==> config.mk <==
export PLATFORM = sky130hd
export DESIGN_NAME = reg_file
export DESIGN_NICKNAME = d
export VERILOG_FILES = /design/src/common/mips_pkg.sv /design/src/rtl/reg_file.sv
export SDC_FILE = /design/constraint.sdc
export NUM_CORES = 2
export LEC_CHECK = 0
export BUFFER_PORTS_ARGS = -buffer_cell sky130_fd_sc_hd__buf_4
export CAP_MARGIN = 20
export CORE_MARGIN = 4
export CORE_UTILIZATION = 55
export DETAILED_ROUTE_END_ITERATION = 8
export PLACE_DENSITY_LB_ADDON = 0.2
export RECOVER_POWER = 25
export SYNTH_ARGS = -nofsm -noshare
export SYNTH_HDL_FRONTEND = slang
export SYNTH_SLANG_ARGS = --single-unit
==> constraint.sdc <==
create_clock -name clock -period 3.8 [get_ports clock]
set_input_delay 0.76 -clock clock [delete_from_list [all_inputs] [get_ports clock]]
set_output_delay 0.76 -clock clock [all_outputs]
set_load 0.1 [all_outputs]
==> src/common/mips_pkg.sv <==
// mips core shared definitions
// sizes, opcode and funct codes, alu operations, the instruction
// word layouts and the control and trace structs

`default_nettype none

package mips_pkg;

  // datapath and storage sizes
  localparam int xlen        = 32;
  localparam int reg_addr_w  = 5;
  localparam int dmem_words  = 256;
  localparam int dmem_addr_w = 8;

  // primary opcodes
  localparam logic [5:0] op_rtype = 6'h00;
  localparam logic [5:0] op_addi  = 6'h08;
  localparam logic [5:0] op_slti  = 6'h0a;
  localparam logic [5:0] op_andi  = 6'h0c;
  localparam logic [5:0] op_ori   = 6'h0d;
  localparam logic [5:0] op_xori  = 6'h0e;
  localparam logic [5:0] op_lui   = 6'h0f;
  localparam logic [5:0] op_lw    = 6'h23;
  localparam logic [5:0] op_sw    = 6'h2b;

  // funct codes under op_rtype
  localparam logic [5:0] fn_add = 6'h20;
  localparam logic [5:0] fn_sub = 6'h22;
  localparam logic [5:0] fn_and = 6'h24;
  localparam logic [5:0] fn_or  = 6'h25;
  localparam logic [5:0] fn_xor = 6'h26;
  localparam logic [5:0] fn_nor = 6'h27;
  localparam logic [5:0] fn_slt = 6'h2a;

  // alu operation selected by decode
  typedef enum logic [3:0] {
    alu_add = 4'd0,
    alu_sub = 4'd1,
    alu_and = 4'd2,
    alu_or  = 4'd3,
    alu_xor = 4'd4,
    alu_nor = 4'd5,
    alu_slt = 4'd6,
    alu_lui = 4'd7
  } alu_op_t;

  // register format
  typedef struct packed {
    logic [5:0]            opcode;
    logic [reg_addr_w-1:0] rs;
    logic [reg_addr_w-1:0] rt;
    logic [reg_addr_w-1:0] rd;
    logic [4:0]            shamt;
    logic [5:0]            funct;
  } r_fields_t;

  // immediate format
  typedef struct packed {
    logic [5:0]            opcode;
    logic [reg_addr_w-1:0] rs;
    logic [reg_addr_w-1:0] rt;
    logic [15:0]           imm16;
  } i_fields_t;

  // jump format, no jumps are executed by this core
  typedef struct packed {
    logic [5:0]  opcode;
    logic [25:0] target26;
  } j_fields_t;

  // one instruction word seen through any of its layouts
  typedef union packed {
    r_fields_t r;
    i_fields_t i;
    j_fields_t j;
  } instr_t;

  typedef struct packed {
    logic    reg_write;
    logic    reg_dst_rd;
    logic    alu_src_imm;
    logic    imm_zero_ext;
    logic    mem_read;
    logic    mem_write;
    alu_op_t alu_op;
    logic    illegal;
  } ctrl_t;

  // register write seen at the top
  typedef struct packed {
    logic                  en;
    logic [reg_addr_w-1:0] addr;
    logic [xlen-1:0]       data;
  } wb_trace_t;

  // store seen at the top, addr is a byte address
  typedef struct packed {
    logic            en;
    logic [xlen-1:0] addr;
    logic [xlen-1:0] data;
  } mem_trace_t;

  typedef struct packed {
    logic illegal;
    logic mem_fault;
  } err_t;

endpackage

`default_nettype wire

==> src/rtl/reg_file.sv <==
// register file
// 32 x 32-bit, two asynchronous read ports and one write port
// register 0 is hardwired to zero

`timescale 1ns/1ps
`default_nettype none

module reg_file (
  input  logic                            clock,
  input  logic                            rst_n,
  input  logic [mips_pkg::reg_addr_w-1:0] rs_addr,
  input  logic [mips_pkg::reg_addr_w-1:0] rt_addr,
  input  logic [mips_pkg::reg_addr_w-1:0] wr_addr,
  input  logic                            wr_en,
  input  logic [mips_pkg::xlen-1:0]       wr_data,
  output logic [mips_pkg::xlen-1:0]       rs_data,
  output logic [mips_pkg::xlen-1:0]       rt_data
);

  logic [mips_pkg::xlen-1:0] regs [2**mips_pkg::reg_addr_w];

  // write lands at the edge, so readers see it from the next cycle
  always_ff @(posedge clock) begin
    if (!rst_n) begin
      regs <= '{default: '0};
    end else if (wr_en && (wr_addr != '0)) begin
      regs[wr_addr] <= wr_data;
    end
  end

  // combinational reads
  always_comb begin
    if (rs_addr == '0) begin
      rs_data = '0;
    end else begin
      rs_data = regs[rs_addr];
    end
  end

  always_comb begin
    if (rt_addr == '0) begin
      rt_data = '0;
    end else begin
      rt_data = regs[rt_addr];
    end
  end

endmodule

`default_nettype wire

==> flow_summary.yaml <==
outcome:
  status: "finished, violations left"
  violations: "max-capacitance violations, max-slew violations"
synthesis:
  yosys.area_share.simple: 0.160
  synth_top_cell_area_share: 0.374
  synth-main-ff-cell: "dfxtp_1"
  synthCells: 5863
  synth_top_family_by_area: "multiplexers"
  yosys.area_share.xor_xnor: 0
  netlist_area_um2: 54800
  synth_area_per_cell_um2: 9.34
  synth_warnings: 0
  synth_cell_types: 44
  ys_seq_elements: 1024
  synth_edf_count: 0
  muxShareOfSynthArea: 0.221
  synth_compound_area_frac: 0.185
  synth_area_leader_cell: "dfxtp_1"
  async_flop_share: 0
  synth-adder-area-share: 0
  synthTopCellsByArea: "dfxtp_1, mux4_2, nand2_1"
  yosysSeqAreaShare: 0.374
  synth.net_count: 5913
power_and_ir_drop:
  ir_worst_vdd_mv: 0.374
  power_leakage_nw: 20.8
  pwr_density_cell_nw_per_um2: 405
worst_setup_path:
  end_kind: "output pin"
  critPathKind: "input port to output pin"
  start_kind: "input port"
  critPathArrivalTime_ns: 2.98
  path_delay_family: "buffers and inverters"
  worstPathRequired_ns: 3.04
  crit_buf_inv: 5
  worstPathMaxFanout: 19
  crit_slowest_cell: "mux4_2"
  cp_slowest_stage_delay_ns: 0.51
  crit_chain: "buf_4 -> buf_4 -> buf_12 -> mux4_2 -> nor2b_1 -> a211oi_2 -> buf_4 -> a311oi_4 -> buf_4"
  crit_top_cell: "buf_4"
final_layout:
  utilization: 0.636
  final_cell_area_um2: 62700
  fin_nets: 5851
  top_regs: "regs x1024"
  largest_reg_flops: 1024
  regMostFlops: "regs"
  syn2layout_area_growth_pct: 14.5
  drive_above_1_share: 0.219
grt:
  grt_max_degree: 134
  grt_pass1_vias: 45800
  antenna_found_initial: 8
  grt_use_total: 0.390
  overflow: 0
  grt_pass1_wl_mm: 303
sta:
  fmax_mhz: 267
  setup_viol: 0
  maxSlewHeadroom: -0.432
  slew_viol_final: 112
  period_minus_slack_ns: 3.74
  skew_ns: 0
  hold_viol_final: 0
  period_share: 0.984
  rsz0062_at_grt: "false"
  tightestPinTransition_ns: 2.15
floorplanning:
  chipHeight_um: 324
  die_width_um: 324
  num_io_pins: 114
  start_util: 0.556
  dieArea_um2: 105000
  coreArea_um2: 98600
  core.rowCount: 115
route:
  drt-vias-per-instance: 6.71
  drtAntennaViolNets: 0
  drtIter0Drc: 6472
  dr.pass1.iters: 8
  post-route-drc-count: 0
  wl_per_cell_um: 29.0
  drt-total-wl_mm: 208
  route.vias.total: 48200
clock_tree:
  hold_buffers: 0
  cts_tree: "done"
  clock_sinks: 1024
  clock_latency_ns: 0.71
  cts_buffers: 112
  post_cts_buffers: 0
  h-tree-depth: 3
  clk_path_buf_depth: 3
  clockRootBuffer: "clkbuf_16"
  path_clk_slew_ns: 0.06
placed_design:
  placed_cell_area_um2: 58900
  port_buffers: 113
  dp_hpwl_mm: 129
  place.gp.congestion: 0.899
worst_hold_path:
  hold_path_class: "flop to flop"
job:
  max-cap-violations: 1
## cell usage after synthesis (10+ instances only)
cell / count
buf_6: 50
mux2i_1: 128
nor2b_1: 68
buf_4: 33
o21ai_1: 97
and2_1: 48
buf_12: 10
nor2_1: 16
buf_1: 48
o2111ai_1: 18
mux2_2: 64
a21boi_1: 312
buf_2: 149
a311oi_1: 62
a211oi_1: 64
dfxtp_1: 1024
a21boi_0: 680
nand2_1: 2052
mux4_2: 446
o21ai_0: 13
clkbuf_1: 328
a221oi_1: 38
a22oi_1: 64
## through the flow
| step | setup TNS (ns) | hold slack [ns] | setup slack [ns] | power (mW) | std cells |
|---|---|---|---|---|---|
| after floorplan | 0 | 0.440 | 0.269 | 13.1 | 5863 |
| after global placement | -0.142 | 0.448 | -0.142 | 14.0 | 6974 |
| after detailed placement | -0.0922 | 0.455 | -0.0922 | 14.0 | 6974 |
| after CTS | 0 | 0.451 | 0.0829 | 25.4 | 7185 |
| after global routing | 0 | 0.481 | 0.0333 | 26.0 | 7187 |
| final | 0 | 0.465 | 0.0612 | 25.4 | 7191 |
## report_power, final
group / leakage (nW) / switching [mW] / internal (mW)
combinational: 10.6 / 1.96 / 0.984
sequential: 8.25 / 0.0574 / 10.8
clock: 1.93 / 4.67 / 6.92
total: 20.8 / 6.69 / 18.7
## final timing paths
kind	from	end	slack, ns	cells past startpoint
min reg2reg	regs[844]	regs[844]	0.47	2
max reg2reg	regs[509]	regs[509]	3.04	2
max	rt_addr[0]	rt_data[18]	0.06	9
min	regs[844]	regs[844]	0.47	2
## kinds of logic (layout without fill, tap and decap cells)
group	after synthesis	in the layout
simple gates	2215	2215
compound gates	1358	1358
mux	640	640
other cells	0	6
flops	1024	1024
buf+inv	626	661
## layout by cell type, fill, tap and decap left out, drive strengths merged
cell and instances:
nand4b 3, nor3 4, clkbuf 185, diode 6
buf 437, and4 1, and2b 1, clkinv 24
o21ai 110, and4b 3, nand4 1, nor2b 69
mux4 448, a311oi 64, bufinv 11, a22oi 64
inv 1, or4 2, mux2i 128, dfxtp 1024
a221oi 46, nor4b 1, a211oi 64, and4bb 3
and2 50, nand2 2052, a21boi 992, or2 2
nand2b 4, clkinvlp 3, o2111ai 18, nor2 19
mux2 64
## worst register-to-register path, stage by stage (launching register included)
cell and delay (ns):
dfxtp_1 0.37, nand2_1 0.06, a21boi_0 0.24
## final cells by class
type,count,area [um^2]
fillers,7890,35800
multi-input cells,4213,32400
flip-flops and latches,1024,20500
repair buffers,448,4320
clock buffers,174,3430
well taps,1287,1610
clock inverters,37,487
diodes,6,15.0
inverters,2,10.0
## per-layer routing
layer	GRT usage	share of wire	wire length, um
met5	0	0.000058	12
met4	0.229	0.069	14400
met3	0.100	0.13	26700
met1	0.513	0.37	77100
met2	0.585	0.43	90000
## what timing repair did
item                                    4_1_cts  5_1_grt
endpoints found under the setup margin        1        1
gates resized for setup                       1        0
pin swaps                                     0        1
Power figures use the tool's default switching activity.
