==> src/common/mips_pkg.sv <==
// mips core shared definitions
// sizes, opcode and funct codes, alu operations, the instruction
// word layouts and the control and trace structs

`default_nettype none

package mips_pkg;

  // datapath and storage sizes
  localparam int xlen        = 32;
  localparam int reg_addr_w  = 5;
  localparam int dmem_words  = 256;
  localparam int dmem_addr_w = 8;

  // primary opcodes
  localparam logic [5:0] op_rtype = 6'h00;
  localparam logic [5:0] op_addi  = 6'h08;
  localparam logic [5:0] op_slti  = 6'h0a;
  localparam logic [5:0] op_andi  = 6'h0c;
  localparam logic [5:0] op_ori   = 6'h0d;
  localparam logic [5:0] op_xori  = 6'h0e;
  localparam logic [5:0] op_lui   = 6'h0f;
  localparam logic [5:0] op_lw    = 6'h23;
  localparam logic [5:0] op_sw    = 6'h2b;

  // funct codes under op_rtype
  localparam logic [5:0] fn_add = 6'h20;
  localparam logic [5:0] fn_sub = 6'h22;
  localparam logic [5:0] fn_and = 6'h24;
  localparam logic [5:0] fn_or  = 6'h25;
  localparam logic [5:0] fn_xor = 6'h26;
  localparam logic [5:0] fn_nor = 6'h27;
  localparam logic [5:0] fn_slt = 6'h2a;

  // alu operation selected by decode
  typedef enum logic [3:0] {
    alu_add = 4'd0,
    alu_sub = 4'd1,
    alu_and = 4'd2,
    alu_or  = 4'd3,
    alu_xor = 4'd4,
    alu_nor = 4'd5,
    alu_slt = 4'd6,
    alu_lui = 4'd7
  } alu_op_t;

  // register format
  typedef struct packed {
    logic [5:0]            opcode;
    logic [reg_addr_w-1:0] rs;
    logic [reg_addr_w-1:0] rt;
    logic [reg_addr_w-1:0] rd;
    logic [4:0]            shamt;
    logic [5:0]            funct;
  } r_fields_t;

  // immediate format
  typedef struct packed {
    logic [5:0]            opcode;
    logic [reg_addr_w-1:0] rs;
    logic [reg_addr_w-1:0] rt;
    logic [15:0]           imm16;
  } i_fields_t;

  // jump format, no jumps are executed by this core
  typedef struct packed {
    logic [5:0]  opcode;
    logic [25:0] target26;
  } j_fields_t;

  // one instruction word seen through any of its layouts
  typedef union packed {
    r_fields_t r;
    i_fields_t i;
    j_fields_t j;
  } instr_t;

  typedef struct packed {
    logic    reg_write;
    logic    reg_dst_rd;
    logic    alu_src_imm;
    logic    imm_zero_ext;
    logic    mem_read;
    logic    mem_write;
    alu_op_t alu_op;
    logic    illegal;
  } ctrl_t;

  // register write seen at the top
  typedef struct packed {
    logic                  en;
    logic [reg_addr_w-1:0] addr;
    logic [xlen-1:0]       data;
  } wb_trace_t;

  // store seen at the top, addr is a byte address
  typedef struct packed {
    logic            en;
    logic [xlen-1:0] addr;
    logic [xlen-1:0] data;
  } mem_trace_t;

  typedef struct packed {
    logic illegal;
    logic mem_fault;
  } err_t;

endpackage

`default_nettype wire

==> src/rtl/execute_unit.sv <==
// execute stage
// extends the immediate, picks the second operand and runs the alu
// add and sub wrap without any overflow trap

`timescale 1ns/1ps
`default_nettype none

module execute_unit (
  input  logic [mips_pkg::xlen-1:0] rs_data,
  input  logic [mips_pkg::xlen-1:0] rt_data,
  input  logic [15:0]               imm16,
  input  mips_pkg::ctrl_t           ctrl,
  output logic [mips_pkg::xlen-1:0] result
);

  logic [mips_pkg::xlen-1:0] imm_ext;
  logic [mips_pkg::xlen-1:0] operand_b;
  logic                      less_than;

  // zero extension only for the logical immediates
  always_comb begin
    if (ctrl.imm_zero_ext) begin
      imm_ext = {16'h0000, imm16};
    end else begin
      imm_ext = {{16{imm16[15]}}, imm16};
    end
  end

  always_comb begin
    if (ctrl.alu_src_imm) begin
      operand_b = imm_ext;
    end else begin
      operand_b = rt_data;
    end
  end

  // slt and slti compare as two's complement
  assign less_than = $signed(rs_data) < $signed(operand_b);

  always_comb begin
    case (ctrl.alu_op)
      mips_pkg::alu_add: begin
        result = rs_data + operand_b;
      end
      mips_pkg::alu_sub: begin
        result = rs_data - operand_b;
      end
      mips_pkg::alu_and: begin
        result = rs_data & operand_b;
      end
      mips_pkg::alu_or: begin
        result = rs_data | operand_b;
      end
      mips_pkg::alu_xor: begin
        result = rs_data ^ operand_b;
      end
      mips_pkg::alu_nor: begin
        result = ~(rs_data | operand_b);
      end
      mips_pkg::alu_slt: begin
        result = {{(mips_pkg::xlen-1){1'b0}}, less_than};
      end
      // immediate goes to the upper half, lower half cleared
      mips_pkg::alu_lui: begin
        result = {imm16, 16'h0000};
      end
      default: begin
        result = '0;
      end
    endcase
  end

endmodule

`default_nettype wire

==> config.mk <==
export PLATFORM = sky130hd
export DESIGN_NAME = execute_unit
export DESIGN_NICKNAME = d
export VERILOG_FILES = /design/src/common/mips_pkg.sv /design/src/rtl/execute_unit.sv
export SDC_FILE = /design/constraint.sdc
export NUM_CORES = 1
export LEC_CHECK = 0
export ABC_AREA = 1
export BUFFER_PORTS_ARGS = -buffer_cell sky130_fd_sc_hd__buf_2
export CAP_MARGIN = 40
export CORE_MARGIN = 4
export CORE_UTILIZATION = 40
export DETAILED_ROUTE_END_ITERATION = 8
export GPL_TIMING_DRIVEN = 0
export SETUP_SLACK_MARGIN = 0.5
export SLEW_MARGIN = 20
export SYNTH_ARGS = -nofsm -noshare
export SYNTH_HDL_FRONTEND = slang
export SYNTH_SLANG_ARGS = --single-unit
export TNS_END_PERCENT = 30
==> constraint.sdc <==
create_clock -name vclk -period 16.35
set_clock_uncertainty 0.2 [all_clocks]
set_input_delay 4.905 -clock vclk [all_inputs]
set_output_delay 4.905 -clock vclk [all_outputs]
set_load 0.02 [all_outputs]
==> run summary, run 1 <==
Synth unique cells -> 36
Crit Path Class -> in2out
Die ar. -> 19,500 sq um
WHS Endpoint -> result[0]
Leak pwr -> 4.90 nW
Post-DP HPWL -> 26,800 microns
Cell internal pwr -> 0.0000886 W
Switching share of power -> 70.6%
Delay-heaviest family, CP -> compound AO/OA/AOI/OAI gates
Number of diodes -> 0
Antenna-violating nets left -> 0
Setup crit end kind -> output port
Worst Setup Start Kind -> input port
Max cap viols -> 0
Synthesis Warnings -> 0
Slew Limit Fails -> 0
Initial antenna violation count -> 1
Slowest CP cell -> o21ai_0
First-pass GRT wire length -> 46,700 microns
Area grow syn2layout -> 12.4%
Most frequent cells in the layout -> nand2_1, inv_1, buf_2
Crit-path cells -> buf_2, inv_1, o21ai_0, clkbuf_1, o21ai_0, ha_1, buf_4, inv_1, a21oi_1, nor2_1, o21bai_1, nand2_1, a21oi_1, nand3_1, nand3_1, nand2_1, buf_2
Layout cells sized above 1 -> 11.1%
Number of global-route vias before repair -> 8,136
Post-Syn Area -> 6920 sq um
Crit path max fanout -> 10
Slew headroom -> 44.1%
GP Congestion -> 0.990
Die X -> 140 microns
Seq cells -> 0
Maximum vdd drop -> 0.0000190 V
Post-CTS Repair Setup Buffers -> 0
WP buf/inv -> 6
Hold Crit Class -> in2out
Critical Path AT -> 8.80 ns
Fin. Hold Viols -> 0
Mapped Nets -> 1,588
Status -> finished, final reports clean
Final setup violation count -> 0
Comb pwr share -> 100.0%
Final net count -> 1,707
Tmin final -> 13.91 ns
Pwr/cell area -> 38.7 nW/um^2
GRT Overall Usage -> 30.8%
Iteration-0 DRC Markers -> 967
DRC errors left -> 0
Die Height -> 140 microns
Via/cell ratio -> 5.28
Pre-CTS WS -> 2.60 ns
Wire per inst -> 18.4 microns
Seq. cell area -> 0 sq um
Ports -> 123
Sequential cell fraction of total power -> 0%
Starting density of the core -> 41.3%
Switching Power -> 0.000213 W
Hold-fix buffers at CTS -> 0
IO buf count -> 117
Row Count -> 47
Slew @ Worst Pin -> 0.829 ns
Cells resized by post-CTS repair -> 0
FMAX -> 71.9 MHz
Seq/Total Area, Yosys -> 0%
Final setup TNS -> 0 ns
Setup ws final -> 2.44 ns
DR vias -> 9,131
Final period utilization -> 85.1%
Hold Crit Depth -> 5
Largest net degree at the start of global routing -> 11
Core ar. -> 16,800 sq um
Crit path launch -> imm16[15]
Clk pwr share -> 0%
RSZ-0062 raised after global routing -> no
Slowest stage delay, CP -> 0.64 ns
Commonest non-fill, non-tap cell in the layout -> nand2_1
Min-delay src -> ctrl[4]
Drt first pass iters -> 5
Clock Buffer Count -> 0
Gr ovfl total -> 0
Synth Area per Inst -> 4.97 sq um
CP required -> 11.24 ns
Gate Count Post-Synth -> 1,393
Final wirelength -> 31,800 microns
## cell type report
class                           count  area, sq um
Buffer                             40          221
Multi-Input combinational cell   1043         5530
Timing Repair Buffer              117          586
Tap cell                          220          275
Inverter                          310         1160
Fill cell                        1972         8980
## worst max-delay path by stage
stage                 endpoint  cells past startpoint
finish               result[0]                     17
detailed placement   result[0]                     17
floorplan           result[24]                     16
global route         result[0]                     17
global placement     result[0]                     17
CTS                  result[0]                     17
## per-layer routing
layer	share of wire (%)	GRT usage, %	wire length [microns]
met5	0.038	0	12
met4	2.7	7.00	863
met3	10	5.66	3300
met2	40	46.0	12900
met1	46	45.6	14700
## worst min-delay path, stage by stage
cell     delay (ns)
buf_2          0.11
nor4_1         0.06
nand3_1        0.07
nand2_1        0.04
buf_2          0.15
## kinds of logic after synthesis
family | after synthesis | share of synthesized area [%]
and+or+nand+nor | 731 | 43.4
buffers and inverters | 350 | 20.0
AOI/OAI and AO/OA | 207 | 17.5
adders and majority gates | 104 | 19.0
xor gates and xnor gates | 1 | 0.127
## synthesized netlist by cell type (all sizes together)
cell type	n	share of area, %
inv	310	17
nand4	7	0.63
o221ai	10	1.3
clkbuf	12	0.69
nand3	111	8.0
o211ai	6	0.65
a21o	1	0.11
a31oi	1	0.090
o22ai	15	1.4
o2111ai	1	0.13
nor4	6	0.81
a221oi	8	1.0
or2	5	0.45
xor2	1	0.13
nor2	112	6.3
a21oi	51	3.7
buf	28	2.5
nor3	11	0.87
o21ai	89	6.4
nand2	475	26
fa	2	0.58
ha	102	18
and2	1	0.090
a211oi	18	2.0
o21bai	7	0.76
nand3b	3	0.33
## through the flow
| step | util, % | total power [W] | std cells | area, sq um | hold slack, ns |
|---|---|---|---|---|---|
| global route | 46.4 | 0.000332 | 1730 | 7780 | 10.08 |
| CTS | 46.4 | 0.000294 | 1730 | 7780 | 10.04 |
| floorplan | - | 0.000195 | 1393 | 6920 | 9.83 |
| detailed placement | 46.4 | 0.000292 | 1730 | 7780 | 10.03 |
| finish | 46.4 | 0.000301 | 1730 | 7780 | 10.04 |
| global placement | 46.4 | 0.000292 | 1730 | 7780 | 10.04 |
## power groups by stage
| stage | clock network, W | registers, W | logic [W] |
|---|---|---|---|
| after CTS | 0 | 0 | 0.000294 |
| after global placement | 0 | 0 | 0.000292 |
| after global routing | 0 | 0 | 0.000332 |
| after floorplan | 0 | 0 | 0.000195 |
| after detailed placement | 0 | 0 | 0.000292 |
| final | 0 | 0 | 0.000301 |
Note: power is estimated with default switching activity, not from simulation.
==> run 2: changes to the inputs <==
ABC_CLOCK_PERIOD_IN_PS = 16350   (was not set)
CORE_UTILIZATION = 25   (was 40)
==> run 2 against run 1 <==
  * Combinational power barely moved
  * Die area grew 56%
  * Worst setup slack improved by 0.24 ns
  * Highest routed layer is now met4
  * Critical path type unchanged
==> run summary, run 2 (synthesis results as in run 1) <==
Clock Buffer Count -> 0
Crit-path cells -> buf_2, inv_1, o21ai_0, buf_2, clkbuf_1, o21ai_0, ha_1, buf_2, o21ai_0, nand2_1, nand2_1, inv_1, nand2_1, a21oi_1, nand2_1, nand2_1, nand3_1, nand2_1, buf_2
Wire per inst -> 17.7 microns
Slew @ Worst Pin -> 0.759 ns
Maximum vdd drop -> 0.0000140 V
Slew headroom -> 48.8%
Core ar. -> 27,100 sq um
Switching share of power -> 70.8%
Via/cell ratio -> 4.83
Fillers -> 3,218
Cell internal pwr -> 0.0000889 W
Cells resized by post-CTS repair -> 0
WP buf/inv -> 7
Die X -> 174 microns
Drt first pass iters -> 5
Antenna-violating nets left -> 0
Crit path top cell by count -> nand2_1
Leak pwr -> 4.90 nW
Slew Limit Fails -> 0
Final net count -> 1,708
Ports -> 123
Hold-fix buffers at CTS -> 0
Worst Setup Start Kind -> input port
Clk pwr share -> 0%
Area grow syn2layout -> 15.3%
Placed Area -> 7980 sq um
Slowest stage delay, CP -> 0.60 ns
Hold Crit Class -> in2out
Slowest CP cell -> o21ai_0
Commonest non-fill, non-tap cell in the layout -> nand2_1
Layout cells sized above 1 -> 11.2%
Worst path depth -> 19
DRC errors left -> 0
Final wirelength -> 33,400 microns
Final setup violation count -> 0
Crit path max fanout -> 10
Final period utilization -> 83.6%
Crit path launch -> imm16[15]
FMAX -> 73.2 MHz
Delay-heaviest family, CP -> compound AO/OA/AOI/OAI gates
Post-CTS Repair Setup Buffers -> 0
First-pass GRT wire length -> 49,900 microns
Fin. Hold Viols -> 0
Critical Path AT -> 8.56 ns
Setup crit end kind -> output port
Die ar. -> 30,400 sq um
Gr ovfl total -> 0
Row Count -> 60
Worst setup endpoint -> result[0]
RSZ-0062 raised after global routing -> no
GP Congestion -> 1.01
Tmin final -> 13.66 ns
Switching Power -> 0.000215 W
Seq cells -> 0
Number of global-route vias before repair -> 8,745
Number of diodes -> 0
Initial antenna violation count -> 0
IO buf count -> 117
Final setup TNS -> 0 ns
DR vias -> 9,089
Die Height -> 174 microns
Starting density of the core -> 25.5%
Iteration-0 DRC Markers -> 802
Max cap viols -> 0
Design Area, Final -> 7980 sq um
GRT Overall Usage -> 20.9%
Crit Path Class -> in2out
CP required -> 11.24 ns
Seq. cell area -> 0 sq um
Largest net degree at the start of global routing -> 11
Status -> finished, final reports clean
Pwr/cell area -> 38.1 nW/um^2
Comb pwr share -> 100.0%
Most frequent cells in the layout -> nand2_1, inv_1, buf_2
Sequential cell fraction of total power -> 0%
Post-DP HPWL -> 28,600 microns
==> run 2: cell count changes in the layout (fill, tap and decap cells not counted) <==
cell and change:
buf_2 +1
==> run 2: power groups by stage <==
stage                     Clock, W  Combinational [W]  Sequential [W]
after detailed placement         0           0.000297               0
after floorplan                  0           0.000195               0
after global routing             0           0.000336               0
after global placement           0           0.000295               0
final                            0           0.000304               0
after CTS                        0           0.000299               0
==> run 2: stage by stage <==
step	power [W]	instances	hold WS (ns)	utilization, %	setup WS [ns]
after floorplan	0.000195	1393	9.83	-	4.16
final	0.000304	1883	10.06	29.4	2.69
after CTS	0.000299	1883	10.07	29.4	2.78
after detailed placement	0.000297	1883	10.06	29.4	2.79
after global placement	0.000295	1882	10.07	29.4	2.40
after global routing	0.000336	1883	10.12	29.4	2.44
==> run 2: worst min-delay path by stage <==
stage               slack, ns     from  cells past startpoint        end
floorplan                9.83  ctrl[4]                      3  result[0]
global placement        10.07  ctrl[4]                      5  result[0]
detailed placement      10.06  ctrl[1]                      5  result[0]
CTS                     10.07  ctrl[1]                      5  result[0]
global route            10.12  ctrl[1]                      5  result[0]
finish                  10.06  ctrl[1]                      5  result[0]
==> run 2: tightest hold or removal path: stages <==
cell and delay (ns):
buf_2 0.11, nor4_1 0.06, nand3_1 0.07, nand2_1 0.06, buf_2 0.16
==> run 2: routing by layer <==
metal	track usage [%]	vias up	share of wire (%)
met3	1.76	59	7.0
met2	34.1	376	44
met4	5.38	0	3.1
met5	0	-	0
li1	-	4568	-
met1	29.7	4086	46
==> run 2: area by class of cell <==
| cell class | count | area, sq um | area share (%) |
|---|---|---|---|
| inverter | 310 | 1160 | 14.6 |
| buffer | 40 | 221 | 2.78 |
| timing repair buffer | 118 | 591 | 7.41 |
| tap | 372 | 465 | 5.84 |
| multi-input combinational | 1043 | 5530 | 69.4 |
