[config.mk]
export PLATFORM = sky130hd
export DESIGN_NAME = control_unit
export DESIGN_NICKNAME = d
export VERILOG_FILES = /design/src/common/mips_pkg.sv /design/src/rtl/control_unit.sv
export SDC_FILE = /design/constraint.sdc
export NUM_CORES = 1
export LEC_CHECK = 0
export ABC_AREA = 1
export ABC_CLOCK_PERIOD_IN_PS = 1660
export BUFFER_PORTS_ARGS = -buffer_cell sky130_fd_sc_hd__buf_2
export CORE_AREA = 3 3 40 42
export DETAILED_ROUTE_END_ITERATION = 12
export DIE_AREA = 0 0 43 45
export PLACE_DENSITY_LB_ADDON = 0.08
export SYNTH_ARGS = -nofsm -noshare
export SYNTH_HDL_FRONTEND = slang
export SYNTH_SLANG_ARGS = --single-unit
export TNS_END_PERCENT = 30
[constraint.sdc]
create_clock -name vclk -period 1.66
set_clock_uncertainty 0.15 [all_clocks]
set_input_delay 0.249 -clock vclk [all_inputs]
set_output_delay 0.249 -clock vclk [all_outputs]
set_load 0.01 [all_outputs]
[src/common/mips_pkg.sv]
// mips core shared definitions
// sizes, opcode and funct codes, alu operations, the instruction
// word layouts and the control and trace structs

`default_nettype none

package mips_pkg;

  // datapath and storage sizes
  localparam int xlen        = 32;
  localparam int reg_addr_w  = 5;
  localparam int dmem_words  = 256;
  localparam int dmem_addr_w = 8;

  // primary opcodes
  localparam logic [5:0] op_rtype = 6'h00;
  localparam logic [5:0] op_addi  = 6'h08;
  localparam logic [5:0] op_slti  = 6'h0a;
  localparam logic [5:0] op_andi  = 6'h0c;
  localparam logic [5:0] op_ori   = 6'h0d;
  localparam logic [5:0] op_xori  = 6'h0e;
  localparam logic [5:0] op_lui   = 6'h0f;
  localparam logic [5:0] op_lw    = 6'h23;
  localparam logic [5:0] op_sw    = 6'h2b;

  // funct codes under op_rtype
  localparam logic [5:0] fn_add = 6'h20;
  localparam logic [5:0] fn_sub = 6'h22;
  localparam logic [5:0] fn_and = 6'h24;
  localparam logic [5:0] fn_or  = 6'h25;
  localparam logic [5:0] fn_xor = 6'h26;
  localparam logic [5:0] fn_nor = 6'h27;
  localparam logic [5:0] fn_slt = 6'h2a;

  // alu operation selected by decode
  typedef enum logic [3:0] {
    alu_add = 4'd0,
    alu_sub = 4'd1,
    alu_and = 4'd2,
    alu_or  = 4'd3,
    alu_xor = 4'd4,
    alu_nor = 4'd5,
    alu_slt = 4'd6,
    alu_lui = 4'd7
  } alu_op_t;

  // register format
  typedef struct packed {
    logic [5:0]            opcode;
    logic [reg_addr_w-1:0] rs;
    logic [reg_addr_w-1:0] rt;
    logic [reg_addr_w-1:0] rd;
    logic [4:0]            shamt;
    logic [5:0]            funct;
  } r_fields_t;

  // immediate format
  typedef struct packed {
    logic [5:0]            opcode;
    logic [reg_addr_w-1:0] rs;
    logic [reg_addr_w-1:0] rt;
    logic [15:0]           imm16;
  } i_fields_t;

  // jump format, no jumps are executed by this core
  typedef struct packed {
    logic [5:0]  opcode;
    logic [25:0] target26;
  } j_fields_t;

  // one instruction word seen through any of its layouts
  typedef union packed {
    r_fields_t r;
    i_fields_t i;
    j_fields_t j;
  } instr_t;

  typedef struct packed {
    logic    reg_write;
    logic    reg_dst_rd;
    logic    alu_src_imm;
    logic    imm_zero_ext;
    logic    mem_read;
    logic    mem_write;
    alu_op_t alu_op;
    logic    illegal;
  } ctrl_t;

  // register write seen at the top
  typedef struct packed {
    logic                  en;
    logic [reg_addr_w-1:0] addr;
    logic [xlen-1:0]       data;
  } wb_trace_t;

  // store seen at the top, addr is a byte address
  typedef struct packed {
    logic            en;
    logic [xlen-1:0] addr;
    logic [xlen-1:0] data;
  } mem_trace_t;

  typedef struct packed {
    logic illegal;
    logic mem_fault;
  } err_t;

endpackage

`default_nettype wire

[src/rtl/control_unit.sv]
// instruction decode
// turns opcode and funct into the control struct and flags
// any opcode or funct code the core does not implement

`timescale 1ns/1ps
`default_nettype none

module control_unit (
  input  mips_pkg::instr_t instruction,
  output mips_pkg::ctrl_t  ctrl
);

  always_comb begin
    ctrl        = '0;
    ctrl.alu_op = mips_pkg::alu_add;

    case (instruction.r.opcode)
      mips_pkg::op_rtype: begin
        ctrl.reg_write  = 1'b1;
        ctrl.reg_dst_rd = 1'b1;
        case (instruction.r.funct)
          mips_pkg::fn_add: ctrl.alu_op = mips_pkg::alu_add;
          mips_pkg::fn_sub: ctrl.alu_op = mips_pkg::alu_sub;
          mips_pkg::fn_and: ctrl.alu_op = mips_pkg::alu_and;
          mips_pkg::fn_or:  ctrl.alu_op = mips_pkg::alu_or;
          mips_pkg::fn_xor: ctrl.alu_op = mips_pkg::alu_xor;
          mips_pkg::fn_nor: ctrl.alu_op = mips_pkg::alu_nor;
          mips_pkg::fn_slt: ctrl.alu_op = mips_pkg::alu_slt;
          default:          ctrl.illegal = 1'b1;
        endcase
      end
      mips_pkg::op_addi: begin
        ctrl.reg_write   = 1'b1;
        ctrl.alu_src_imm = 1'b1;
        ctrl.alu_op      = mips_pkg::alu_add;
      end
      mips_pkg::op_slti: begin
        ctrl.reg_write   = 1'b1;
        ctrl.alu_src_imm = 1'b1;
        ctrl.alu_op      = mips_pkg::alu_slt;
      end
      // logical immediates take a zero-extended operand
      mips_pkg::op_andi: begin
        ctrl.reg_write    = 1'b1;
        ctrl.alu_src_imm  = 1'b1;
        ctrl.imm_zero_ext = 1'b1;
        ctrl.alu_op       = mips_pkg::alu_and;
      end
      mips_pkg::op_ori: begin
        ctrl.reg_write    = 1'b1;
        ctrl.alu_src_imm  = 1'b1;
        ctrl.imm_zero_ext = 1'b1;
        ctrl.alu_op       = mips_pkg::alu_or;
      end
      mips_pkg::op_xori: begin
        ctrl.reg_write    = 1'b1;
        ctrl.alu_src_imm  = 1'b1;
        ctrl.imm_zero_ext = 1'b1;
        ctrl.alu_op       = mips_pkg::alu_xor;
      end
      mips_pkg::op_lui: begin
        ctrl.reg_write   = 1'b1;
        ctrl.alu_src_imm = 1'b1;
        ctrl.alu_op      = mips_pkg::alu_lui;
      end
      // loads and stores compute base plus offset
      mips_pkg::op_lw: begin
        ctrl.reg_write   = 1'b1;
        ctrl.alu_src_imm = 1'b1;
        ctrl.mem_read    = 1'b1;
      end
      mips_pkg::op_sw: begin
        ctrl.alu_src_imm = 1'b1;
        ctrl.mem_write   = 1'b1;
      end
      default: ctrl.illegal = 1'b1;
    endcase

    // an illegal word must not change any state
    if (ctrl.illegal) begin
      ctrl.reg_write = 1'b0;
      ctrl.mem_read  = 1'b0;
      ctrl.mem_write = 1'b0;
    end
  end

endmodule

`default_nettype wire

==> results of run 1 <==
## layout make-up
cell class | count | area, sq um | share of cell area, %
Multi-Input combinational cell | 65 | 308 | 62.0
Timing Repair Buffer | 23 | 118 | 23.7
Inverter | 14 | 52.6 | 10.6
Tap cell | 15 | 18.8 | 3.78
## stage by stage
stage	cell area, sq um	util, %	worst slack [ns]	power, mW	hold slack (ns)
finish	497	38.7	0.137	0.0844	0.721
global route	497	38.7	0.00232	0.0984	0.768
CTS	494	38.5	0.112	0.0845	0.729
detailed placement	494	38.5	0.116	0.0841	0.726
global placement	494	38.5	0.109	0.0833	0.715
floorplan	365	-	0.348	0.0481	0.470
## cells by family (layout without fill, tap and decap cells)
kind of cell           count (synthesis)  after routing  synth area share [%]
AOI/OAI and AO/OA                      4              4                  5.48
and+or+nand+nor                       60             60                  77.1
other                                  1              1                  1.03
buffers and inverters                 15             37                  16.4
## worst paths after layout
| path | start | end | cells after the start |
|---|---|---|---|
| worst min-delay path | instruction[26] | ctrl[1] | 4 |
| worst max-delay path | instruction[26] | ctrl[0] | 9 |
## cell usage after synthesis, drive strengths merged
| cell type | instances | share of area, % |
|---|---|---|
| conb | 1 | 1.0 |
| nor2 | 20 | 27 |
| nand3 | 13 | 18 |
| o21ai | 3 | 4.1 |
| buf | 1 | 2.1 |
| inv | 14 | 14 |
| a21oi | 1 | 1.4 |
| nor3b | 1 | 3.4 |
| nand2 | 25 | 28 |
| nor3 | 1 | 1.4 |
## placed cells by master, fill, tap and decap left out, drive strengths merged
cell / count
nor3: 1
a21oi: 1
nor2: 20
nand3: 13
inv: 14
conb: 1
nand2: 25
o21ai: 3
nor3b: 1
buf: 23
## report_power, final
part           internal, mW  switching (mW)  total, mW
Clock                     0               0          0
Combinational        0.0320          0.0523     0.0844
Sequential                0               0          0
## worst max-delay path, cell delays in order
cell and delay [ns]:
buf_2 0.13, nor2_2 0.14, nand2_2 0.08, nor2_4 0.13
nand2_2 0.06, nor2_2 0.10, nand2_1 0.06, nand2_1 0.06
buf_2 0.12
## per-layer routing
| metal | vias to the layer above | routed length (um) | GRT usage, % | share of wire (%) |
|---|---|---|---|---|
| met2 | 10 | 522 | 23.4 | 53 |
| met5 | - | 0 | 0 | 0 |
| met1 | 216 | 416 | 13.3 | 42 |
| met3 | 0 | 45 | 0.398 | 4.6 |
| li1 | 289 | - | - | - |
| met4 | 0 | 0 | 0 | 0 |
## what timing repair did
| item | CTS | global route |
|---|---|---|
| gates resized for setup | 0 | 1 |
| setup endpoints to repair | 0 | 2 |
| hold buffers | 0 | 0 |
| endpoints found under the hold margin | 0 | 0 |
==> results.py, run 1 <==
metrics = {
    "status": {
        "outcome": "complete, no violations",
    },
    "placement": {
        "dp_hpwl_um": 895,
        "portBuffers": 22,
        "gp_congestion": 0.797,
        "dp_cells": 117,
    },
    "final_layout": {
        "n_clock_buffer": 0,
        "n_antenna_cell": 0,
        "fin_cells": 117,
        "syn_to_final_growth_pct": 36.0,
        "regArea_sq_um": 0,
        "fillers": 162,
        "nFlopsAndLatches": 0,
        "drive_above_1_share_pct": 38.2,
        "nets": 136,
    },
    "timing": {
        "clock.fmax_mhz": 657,
        "slew_violations": 0,
        "setup_viol": 0,
        "rsz0062_at_grt": "no",
        "fin_crit_sh_pct": 91.7,
        "setup-tns-final_ns": 0,
        "hold_viol": 0,
        "min_period_ns": 1.52,
    },
    "worst_setup_path": {
        "cp_data_arrival_time_ns": 1.12,
        "crit_fanout": 5,
        "crit_path_start_kind": "primary input",
        "cp-end-kind": "output pin",
        "cp.required_ns": 1.26,
        "critPathKind": "in -> out",
    },
    "global_route": {
        "grt_start_max_net_pins": 6,
        "grt-ovfl-total": 0,
        "grt_first_pass_wirelength_mm": 1.81,
        "antenna_found_initial": 0,
        "grt_pass1_vias": 500,
        "gr-usage-all-layers_pct": 11.2,
    },
    "pwr": {
        "powerDensity_nw_per_um2": 170,
        "leakagePower_nw": 0.321,
        "vdd_drop_max_v": 0.0000597,
    },
    "yosys": {
        "post_synth_instance_area_sq_um": 365,
        "ys_seq_area_share_pct": 0,
        "avgSynthCellArea_sq_um": 4.57,
        "synthCells": 80,
        "synth.distinct_cells": 15,
        "synth_fp_nets": 112,
        "synth_warnings": 0,
    },
    "detailed_routing": {
        "vias_per_cell": 4.40,
        "vias": 515,
        "drc": 0,
        "wirelength_um": 984,
        "drtIter0Drc": 2,
        "wl_per_cell_um": 8.41,
        "first_pass_iters": 4,
        "postRouteAntennaNets": 0,
    },
    "floorplan": {
        "die_x_um": 43,
        "pin_count": 43,
        "initial_core_util_pct": 28.4,
        "core_area_sq_um": 1280,
        "rows": 13,
        "die_h_um": 45,
        "dieArea_sq_um": 1940,
    },
    "flow_run": {
        "maxCapViolations": 0,
    },
    "clock_tree": {
        "post-cts-setup-buffer-count": 0,
    },
    "hold_path": {
        "min_path_type": "in -> out",
    },
}
Note: power is estimated with default switching activity, not from simulation.
==> run 2, diff against run 1 <==
Settings changed: REMOVE_ABC_BUFFERS from default to 1.
==> results.py, run 2 (synthesis gave the netlist of run 1 again) <==
metrics = {
    "status": {
        "outcome": "complete, no violations",
    },
    "worst_setup_path": {
        "cp-end-kind": "output pin",
        "cp.required_ns": 1.26,
        "crit_fanout": 5,
        "cp_data_arrival_time_ns": 1.12,
        "cp_slowest_cell": "buf_2",
        "critPathKind": "in -> out",
        "max_stage_delay_ns": 0.13,
        "path_cells": "buf_2 -> nor2_2 -> nand2_2 -> nor2_4 -> nand2_2 -> nor2_2 -> nand2_1 -> nand2_1 -> buf_2",
        "crit_path_start_kind": "primary input",
    },
    "global_route": {
        "antenna_found_initial": 0,
        "gr-usage-all-layers_pct": 9.95,
        "grt_first_pass_wirelength_mm": 1.61,
        "grt_pass1_vias": 439,
        "grt_start_max_net_pins": 6,
        "grt-ovfl-total": 0,
    },
    "detailed_routing": {
        "wl_per_cell_um": 7.99,
        "drtIter0Drc": 2,
        "drc": 0,
        "postRouteAntennaNets": 0,
        "vias_per_cell": 4.40,
        "wirelength_um": 935,
        "vias": 515,
        "first_pass_iters": 2,
    },
    "timing": {
        "clock.fmax_mhz": 658,
        "rsz0062_at_grt": "no",
        "setup-tns-final_ns": 0,
        "setup_viol": 0,
        "hold_viol": 0,
        "min_period_ns": 1.52,
        "slew_violations": 0,
        "fin_crit_sh_pct": 91.6,
        "fin_hold_ws_ns": 0.710,
    },
    "final_layout": {
        "drive_above_1_share_pct": 38.2,
        "n_antenna_cell": 0,
        "nets": 136,
        "regArea_sq_um": 0,
        "n_clock_buffer": 0,
        "fin_util_pct": 39.0,
        "nFlopsAndLatches": 0,
        "syn_to_final_growth_pct": 37.3,
        "layout_common_cells": "nand2_1 (22), buf_2 (22), nand3_1 (13)",
        "design_area_sq_um": 502,
    },
    "pwr": {
        "swShare_pct": 61.8,
        "seq_power_share_pct": 0,
        "vdd_drop_max_v": 0.0000696,
        "powerDensity_nw_per_um2": 170,
        "intPower_mw": 0.0325,
        "clock_power_share_pct": 0,
        "comb_power_share_pct": 100.0,
        "p_switching_mw": 0.0526,
        "leakagePower_nw": 0.322,
    },
    "placement": {
        "dp_hpwl_um": 865,
        "postPlaceCellArea_sq_um": 494,
        "portBuffers": 22,
        "gp_congestion": 0.810,
    },
    "floorplan": {
        "die_h_um": 45,
        "initial_core_util_pct": 28.4,
        "rows": 13,
        "dieArea_sq_um": 1940,
        "core_area_sq_um": 1280,
        "die_x_um": 43,
        "pin_count": 43,
    },
    "hold_path": {
        "min_path_type": "in -> out",
    },
    "clock_tree": {
        "post_cts_resized": 0,
        "post-cts-setup-buffer-count": 0,
        "cts_hold_repair.buffers": 0,
    },
    "flow_run": {
        "maxCapViolations": 0,
    },
}
## run 2: through the flow
stage / cells / worst slack [ns] / total power, mW
2_1_floorplan: 79 / 0.348 / 0.0464
3_3_place_gp: 117 / 0.117 / 0.0833
3_5_place_dp: 117 / 0.113 / 0.0836
4_1_cts: 117 / 0.109 / 0.0840
5_1_grt: 117 / 0.0268 / 0.0972
6_report: 117 / 0.140 / 0.0852
## run 2: critical path: cells and delay by family
family,cells,cell delay (ns)
AND/OR/NAND/NOR,7,0.62
buffers and inverters,2,0.25
## run 2: final cells by class
class | instances | area, sq um
Tap cell | 15 | 18.8
Timing Repair Buffer | 23 | 118
Fill cell | 164 | 783
Inverter | 14 | 52.6
Multi-Input combinational cell | 65 | 313
## run 2: layer usage
layer | global-route usage [%] | vias to the layer above | wire (um)
met1 | 12.4 | 216 | 396
met2 | 20.4 | 9 | 495
met4 | 0 | 0 | 0
met5 | 0 | - | 0
li1 | - | 290 | -
met3 | 0 | 0 | 43
## run 2: path summary, 6_finish.rpt
path            start  depth (start not counted)  slack [ns]       to
min   instruction[26]                          4        0.71  ctrl[1]
max   instruction[26]                          9        0.14  ctrl[0]
## run 2: power by group through the flow
stage | Combinational (mW) | Sequential [mW] | Clock [mW]
floorplan | 0.0464 | 0 | 0
global placement | 0.0833 | 0 | 0
detailed placement | 0.0836 | 0 | 0
CTS | 0.0840 | 0 | 0
global route | 0.0972 | 0 | 0
finish | 0.0852 | 0 | 0
